## src/spi_regs_pkg.sv

```systemverilog
//////////////////////////////////////////////////
// shared constants for the spi register bank
// frame widths, register addresses, route codes
// and led blinker constants
//////////////////////////////////////////////////

package spi_regs_pkg;

  // full frame is address byte then data byte
  localparam int frame_bits = 16;

  // data byte and register width
  localparam int data_bits = 8;

  // register map
  // all other addresses are ignored
  localparam logic [data_bits-1:0] addr_led   = 8'd1;
  localparam logic [data_bits-1:0] addr_route = 8'd2;

  // route register codes
  // anything else keeps both peripherals deselected
  localparam logic [data_bits-1:0] route_adc   = 8'd1;
  localparam logic [data_bits-1:0] route_flash = 8'd2;

  // led register bit 7 switches to gray blink mode
  localparam int led_blink_bit = 7;

  // low counter bits skipped per blink step
  localparam int blink_log2 = 6;

  // flop depth for the async spi pins
  localparam int sync_stages = 2;

endpackage
```

## src/spi_regs_top.sv

```systemverilog
//////////////////////////////////////////////////
// top level of the spi register bank
// receiver, registers, cs router, led blinker
//////////////////////////////////////////////////

`timescale 1ns/100ps

module spi_regs_top
  import spi_regs_pkg::*;
(
  input  logic       clk,
  input  logic       rst,
  input  logic       sclk,
  input  logic       cs_n,
  input  logic       mosi,
  input  logic       special,
  output logic [1:0] led,
  output logic       adc_cs_n,
  output logic       flash_cs_n,
  output logic       frame_err
);

  logic                 frame_valid;
  logic [data_bits-1:0] frame_addr;
  logic [data_bits-1:0] frame_data;
  logic                 cs_n_sync;
  logic [data_bits-1:0] led_reg;
  logic [data_bits-1:0] route_reg;

  // spi pins into checked frames
  spi_rx spi_rx_i (
    .clk         (clk),
    .rst         (rst),
    .sclk        (sclk),
    .cs_n        (cs_n),
    .mosi        (mosi),
    .special     (special),
    .frame_valid (frame_valid),
    .frame_err   (frame_err),
    .frame_addr  (frame_addr),
    .frame_data  (frame_data),
    .cs_n_sync   (cs_n_sync)
  );

  reg_bank reg_bank_i (
    .clk         (clk),
    .rst         (rst),
    .frame_valid (frame_valid),
    .frame_addr  (frame_addr),
    .frame_data  (frame_data),
    .led_reg     (led_reg),
    .route_reg   (route_reg)
  );

  // host cs_n steered to one peripheral
  cs_router cs_router_i (
    .clk        (clk),
    .rst        (rst),
    .cs_n_sync  (cs_n_sync),
    .route_reg  (route_reg),
    .adc_cs_n   (adc_cs_n),
    .flash_cs_n (flash_cs_n)
  );

  led_blinker led_blinker_i (
    .clk     (clk),
    .rst     (rst),
    .led_reg (led_reg),
    .led     (led)
  );

endmodule

```

## src/led_blinker.sv

```systemverilog
//////////////////////////////////////////////////
// led driver with static and gray blink modes
//////////////////////////////////////////////////

`timescale 1ns/100ps

module led_blinker
  import spi_regs_pkg::*;
(
  input  logic                 clk,
  input  logic                 rst,
  input  logic [data_bits-1:0] led_reg,
  output logic [1:0]           led
);

  logic [blink_log2+1:0] blink_cnt;
  logic [1:0]            step;
  logic [1:0]            gray;

  // free-running blink timebase
  always_ff @(posedge clk)
  begin
    if (rst)
      blink_cnt <= '0;
    else
      blink_cnt <= blink_cnt + 1'b1;
  end

  // top two counter bits as step
  assign step = blink_cnt[blink_log2+1:blink_log2];

  // binary to gray
  // gives 00 01 11 10
  assign gray = step ^ (step >> 1);

  // output select, one cycle behind led_reg
  always_ff @(posedge clk)
  begin
    if (rst)
      led <= 2'b00;
    else if (led_reg[led_blink_bit])
      led <= gray;
    else
      led <= led_reg[1:0];
  end

endmodule

```

## src/cs_router.sv

```systemverilog
//////////////////////////////////////////////////
// chip-select router for adc and flash
//////////////////////////////////////////////////

`timescale 1ns/100ps

module cs_router
  import spi_regs_pkg::*;
(
  input  logic                 clk,
  input  logic                 rst,
  input  logic                 cs_n_sync,
  input  logic [data_bits-1:0] route_reg,
  output logic                 adc_cs_n,
  output logic                 flash_cs_n
);

  logic sel_adc;
  logic sel_flash;

  // route decode
  // unknown codes select nothing
  assign sel_adc   = (route_reg == route_adc);
  assign sel_flash = (route_reg == route_flash);

  // registered outputs
  // deselected side held high
  always_ff @(posedge clk)
  begin
    if (rst)
    begin
      adc_cs_n   <= 1'b1;
      flash_cs_n <= 1'b1;
    end
    else
    begin
      adc_cs_n   <= sel_adc   ? cs_n_sync : 1'b1;
      flash_cs_n <= sel_flash ? cs_n_sync : 1'b1;
    end
  end

endmodule

```

## src/reg_bank.sv

```systemverilog
//////////////////////////////////////////////////
// register bank with led and route registers
// written from checked spi frames
//////////////////////////////////////////////////

`timescale 1ns/100ps

module reg_bank
  import spi_regs_pkg::*;
(
  input  logic                 clk,
  input  logic                 rst,
  input  logic                 frame_valid,
  input  logic [data_bits-1:0] frame_addr,
  input  logic [data_bits-1:0] frame_data,
  output logic [data_bits-1:0] led_reg,
  output logic [data_bits-1:0] route_reg
);

  logic wr_led;
  logic wr_route;

  // address decode
  // qualified by the frame strobe
  assign wr_led   = frame_valid && (frame_addr == addr_led);
  assign wr_route = frame_valid && (frame_addr == addr_route);

  // led register
  // bits 1:0 static pattern
  // bit 7 blink enable
  always_ff @(posedge clk)
  begin
    if (rst)
      led_reg <= '0;
    else if (wr_led)
      led_reg <= frame_data;
  end

  // route register
  // zero after reset so both chip selects stay high
  always_ff @(posedge clk)
  begin
    if (rst)
      route_reg <= '0;
    else if (wr_route)
      route_reg <= frame_data;
  end

endmodule

```

## src/spi_rx.sv

```systemverilog
//////////////////////////////////////////////////
// spi frame receiver in the clk domain
// pin synchronizers, sclk and cs_n edge detect,
// shift register and bit-count check
//////////////////////////////////////////////////

`timescale 1ns/100ps

module spi_rx
  import spi_regs_pkg::*;
(
  input  logic                 clk,
  input  logic                 rst,
  input  logic                 sclk,
  input  logic                 cs_n,
  input  logic                 mosi,
  input  logic                 special,
  output logic                 frame_valid,
  output logic                 frame_err,
  output logic [data_bits-1:0] frame_addr,
  output logic [data_bits-1:0] frame_data,
  output logic                 cs_n_sync
);

  // extra headroom so long frames saturate instead of wrapping
  localparam int cnt_w = $clog2(frame_bits) + 2;

  // pin vector order is special, mosi, cs_n, sclk
  // cs_n idles high
  localparam logic [3:0] pin_idle = 4'b0010;

  logic [3:0]            pin_sync [sync_stages];
  logic                  sclk_s;
  logic                  mosi_s;
  logic                  special_s;
  logic                  sclk_prev;
  logic                  cs_prev;
  logic                  sclk_rise;
  logic                  cs_rise;
  logic [frame_bits-1:0] shift_q;
  logic [cnt_w-1:0]      bit_cnt;

  // pin synchronizer chain
  always_ff @(posedge clk)
  begin
    if (rst)
    begin
      for (int i = 0; i < sync_stages; i++)
        pin_sync[i] <= pin_idle;
    end
    else
    begin
      pin_sync[0] <= {special, mosi, cs_n, sclk};
      for (int i = 1; i < sync_stages; i++)
        pin_sync[i] <= pin_sync[i-1];
    end
  end

  assign sclk_s    = pin_sync[sync_stages-1][0];
  assign cs_n_sync = pin_sync[sync_stages-1][1];
  assign mosi_s    = pin_sync[sync_stages-1][2];
  assign special_s = pin_sync[sync_stages-1][3];

  // previous levels for edge detect
  always_ff @(posedge clk)
  begin
    if (rst)
    begin
      sclk_prev <= 1'b0;
      cs_prev   <= 1'b1;
    end
    else
    begin
      sclk_prev <= sclk_s;
      cs_prev   <= cs_n_sync;
    end
  end

  assign sclk_rise = sclk_s & ~sclk_prev;
  assign cs_rise   = cs_n_sync & ~cs_prev;

  // msb first, shift only while selected and special low
  always_ff @(posedge clk)
  begin
    if (sclk_rise && !cs_n_sync && !special_s)
      shift_q <= {shift_q[frame_bits-2:0], mosi_s};
  end

  // bit counter, cleared at frame end
  always_ff @(posedge clk)
  begin
    if (rst)
      bit_cnt <= '0;
    else if (cs_rise)
      bit_cnt <= '0;
    else if (sclk_rise && !cs_n_sync && !special_s && !(&bit_cnt))
      bit_cnt <= bit_cnt + 1'b1;
  end

  // frame end check
  // zero bits means a bare cs_n window, no report
  always_ff @(posedge clk)
  begin
    if (rst)
    begin
      frame_valid <= 1'b0;
      frame_err   <= 1'b0;
    end
    else
    begin
      frame_valid <= cs_rise && (bit_cnt == cnt_w'(frame_bits));
      frame_err   <= cs_rise && (bit_cnt != '0) && (bit_cnt != cnt_w'(frame_bits));
    end
  end

  // high byte is the address
  always_ff @(posedge clk)
  begin
    if (cs_rise)
    begin
      frame_addr <= shift_q[frame_bits-1 -: data_bits];
      frame_data <= shift_q[data_bits-1:0];
    end
  end

endmodule

```

## config.mk

```make
export PLATFORM = sky130hd
export DESIGN_NAME = spi_regs_top
export DESIGN_NICKNAME = d
export VERILOG_FILES = /design/src/spi_regs_pkg.sv /design/src/spi_regs_top.sv /design/src/led_blinker.sv /design/src/cs_router.sv /design/src/reg_bank.sv /design/src/spi_rx.sv
export SDC_FILE = /design/constraint.sdc
export NUM_CORES = 1
export LEC_CHECK = 0
export ABC_AREA = 1
export ABC_CLOCK_PERIOD_IN_PS = 1500
export BUFFER_PORTS_ARGS = -buffer_cell sky130_fd_sc_hd__buf_4
export CORE_MARGIN = 2
export CORE_UTILIZATION = 54
export DETAILED_ROUTE_END_ITERATION = 10
export PLACE_DENSITY = 0.75
export SLEW_MARGIN = 5
export SYNTH_ARGS = -nofsm -noshare
export SYNTH_HDL_FRONTEND = slang
export SYNTH_SLANG_ARGS = --single-unit
```

## constraint.sdc

```tcl
create_clock -name clk -period 1.5 [get_ports clk]
set_input_delay 0 -clock clk [delete_from_list [all_inputs] [get_ports clk]]
set_output_delay 0 -clock clk [all_outputs]
set_load 0.1 [all_outputs]
```

==> flow_summary.ini <==
[route]
via_per_inst = 4.55
dr.pass1.iters = 4
drc = 0
dr_total_vias = 1652
drtIter0Drc = 124
post_drt_wl_per_cell_um = 11.1
antenna_left = 0
totalWireLength_um = 4040

[clocking]
htree_levels = 3
cts_buffer_depth = 2
root_buffer = clkbuf_8
cts_tree = done
insertion_delay_ns = 0.33
numCtsBuffers = 9
clkTransAtPathRegs_ns = 0.08
cts.sinks = 73

[sta]
rsz0062_at_grt = false
min_period_ns = 1.31
timing.final.ws_setup_ns = 0.185
max_freq_mhz = 760
fin_skew_ns = 0.00723
holdWs_ns = 0.398
hold_violations = 0
worstMarginPinSlew_ns = 0.492
finalCritPeriodShare_pct = 87.7
slew_violations = 0
relSlewSlack_pct = 67.0
setup_tns_ns = 0
setup_viol = 0

[placed_design]
dp_slack_ns = 0.141
place_congestion = 0.832
place_area_um2 = 2820
dpl.hpwl_um = 2540
dpl.cell_count = 339
port_buffers = 10

[synthesis]
synth_top_area_share_pct = 36.3
ys_top_cells_by_count = nor2_1 (47), nand2_1 (45), dfxtp_1 (41), inv_1 (35), edfxtp_1 (32)
synth_top_area_cell = edfxtp_1
synth-seq-cells = 73
synth.avg_cell_area_um2 = 10.1
syn-cell-area_um2 = 2640
synth_ff_type = dfxtp_1
synthArstFlopShare_pct = 0
ys_warn_count = 0
synth_area_leaders = edfxtp_1 (36%), dfxtp_1 (31%), nor2_1 (6.7%)
syn_nets = 271
ys_types = 28
seq_area_frac_synth_pct = 67.4
yosysMostFrequentCell = nor2_1
synth_edf_count = 32
netlist_instances = 262

[min_path]
min_from = cs_n
hold_path.class = input port to flip-flop
hold_end = spi_rx_i.pin_sync[0][1]$_SDFF_PP1_
whs_path_depth = 3

[worst_setup_path]
path_buf_inv = 2
r2r-start = spi_rx_i.bit_cnt[1]$_SDFFE_PP0P_
crit_arrival_ns = 1.54
cp_max_fo = 6
path_cells = ha_1 > inv_1 > nor2_1 > nand2_1 > nand2_2 > inv_2 > nor2_1 > nor2_1
r2r_cells = 8
r2r_end = spi_rx_i.bit_cnt[1]$_SDFFE_PP0P_
cp_data_required_time_ns = 1.73
start_kind = flip-flop
reg2reg_setup_slack_ns = 0.19
endpoint_kind = flip-flop
max_stage_delay_ns = 0.37
crit_type = flip-flop to flip-flop
crit_slowest_cell = dfxtp_2
path_common_cell = nor2_1
cp_top_family = simple AND/OR/NAND/NOR gates

[die]
start_util_pct = 56.0
core_um2 = 4720
fp.dieH_um = 74.0
ioPinCount = 11
rows = 25
fp.dieW_um = 74.0
dieArea_um2 = 5470

[finish]
diodes = 0
instances_no_fill = 363
postLayoutCellArea_um2 = 3130
area_growth_pct = 18.3
largest_reg_flops = 16
top_register = spi_rx_i.shift_q
drive_gt1_share_pct = 14.9
fin_util_pct = 66.2
nets = 300

[grt]
grt_use_total_pct = 17.4
grt_pass1_wl_um = 6960
antenna_found_initial = 0
grt-ovfl-total = 0
grt_pass1_vias = 1620
grt_max_degree = 20

[pwr]
power.total_mw = 3.83
cellPowerDensity_nw_per_um2 = 1230
vdd.ir_drop.worst_v = 0.000729
leakagePower_nw = 1.30

[job]
drv_cap = 0

[status]
status = completed
## area by class of cell
cell class,instances,area (µm²)
Sequential cell,73,1780
Fill cell,355,1600
Multi-Input combinational cell,148,697
Timing Repair Buffer,23,205
Clock buffer,12,176
Inverter,36,135
Tap cell,67,83.8
Clock inverter,4,46.3
## per-layer routing
metal,global-route usage (%),vias up,part of all wire [%]
li1,-,888,-
met2,27.6,31,49
met4,8.48,0,0.72
met1,21.8,731,46
met3,5.28,2,4.8
met5,0,-,0
## worst reg2reg max path, delay by kind of cell (launching register included)
kind	cells	cell delay, ns
buf+inv	2	0.13
simple gates	5	0.51
flops	1	0.37
fa+ha+maj	1	0.20
## where the power goes
part	internal (mW)	switching, mW
logic	0.0430	0.0459
clock network	0.956	0.691
registers	2.09	0.0112
total	3.09	0.748
## placed cells by master, fill, tap and decap left out, drive strengths merged, types with 2 or more instances in the layout
cell type and count:
nor3 5, o21ai 6, a21oi 11, nand4 2, edfxtp 32, dlygate4sd3 8
nand3b 2, nor2 49, or2 3, ha 3, buf 15, clkinv 2
nand3 12, xor2 2, inv 37, clkbuf 12, nand2 49, dfxtp 41
## how the worst max path moves through the flow
stage	cells after the start	slack [ns]	start	end
2_1_floorplan	6	0.04	spi_rx_i.pin_sync[0][5]$_SDFF_PP1_	spi_rx_i.bit_cnt[1]$_SDFFE_PP0P_
3_3_place_gp	8	0.22	spi_rx_i.bit_cnt[1]$_SDFFE_PP0P_	spi_rx_i.bit_cnt[1]$_SDFFE_PP0P_
3_5_place_dp	8	0.14	spi_rx_i.bit_cnt[1]$_SDFFE_PP0P_	spi_rx_i.bit_cnt[1]$_SDFFE_PP0P_
4_1_cts	8	0.13	spi_rx_i.bit_cnt[1]$_SDFFE_PP0P_	spi_rx_i.bit_cnt[1]$_SDFFE_PP0P_
5_1_grt	8	0.02	spi_rx_i.bit_cnt[1]$_SDFFE_PP0P_	spi_rx_i.bit_cnt[1]$_SDFFE_PP0P_
6_report	8	0.19	spi_rx_i.bit_cnt[1]$_SDFFE_PP0P_	spi_rx_i.bit_cnt[1]$_SDFFE_PP0P_
## kinds of logic (layout without fill, tap and decap cells)
kind of cell | count (synthesis) | after routing | share of synthesized area (%)
and+or+nand+nor | 125 | 125 | 20.6
DFF | 73 | 73 | 67.4
buffers and inverters | 41 | 75 | 6.34
AOI/OAI and AO/OA | 17 | 17 | 3.22
adders and majority gates | 3 | 3 | 1.42
xor gates and xnor gates | 3 | 3 | 0.994
## repair_timing
action | CTS | global route
resized for setup | 0 | 2
endpoints found under the setup margin | 0 | 5
hold buffers | 8 | 0
endpoints found under the hold margin | 15 | 0
buffers inserted | 0 | 0
(Power assumes the default switching activity.)
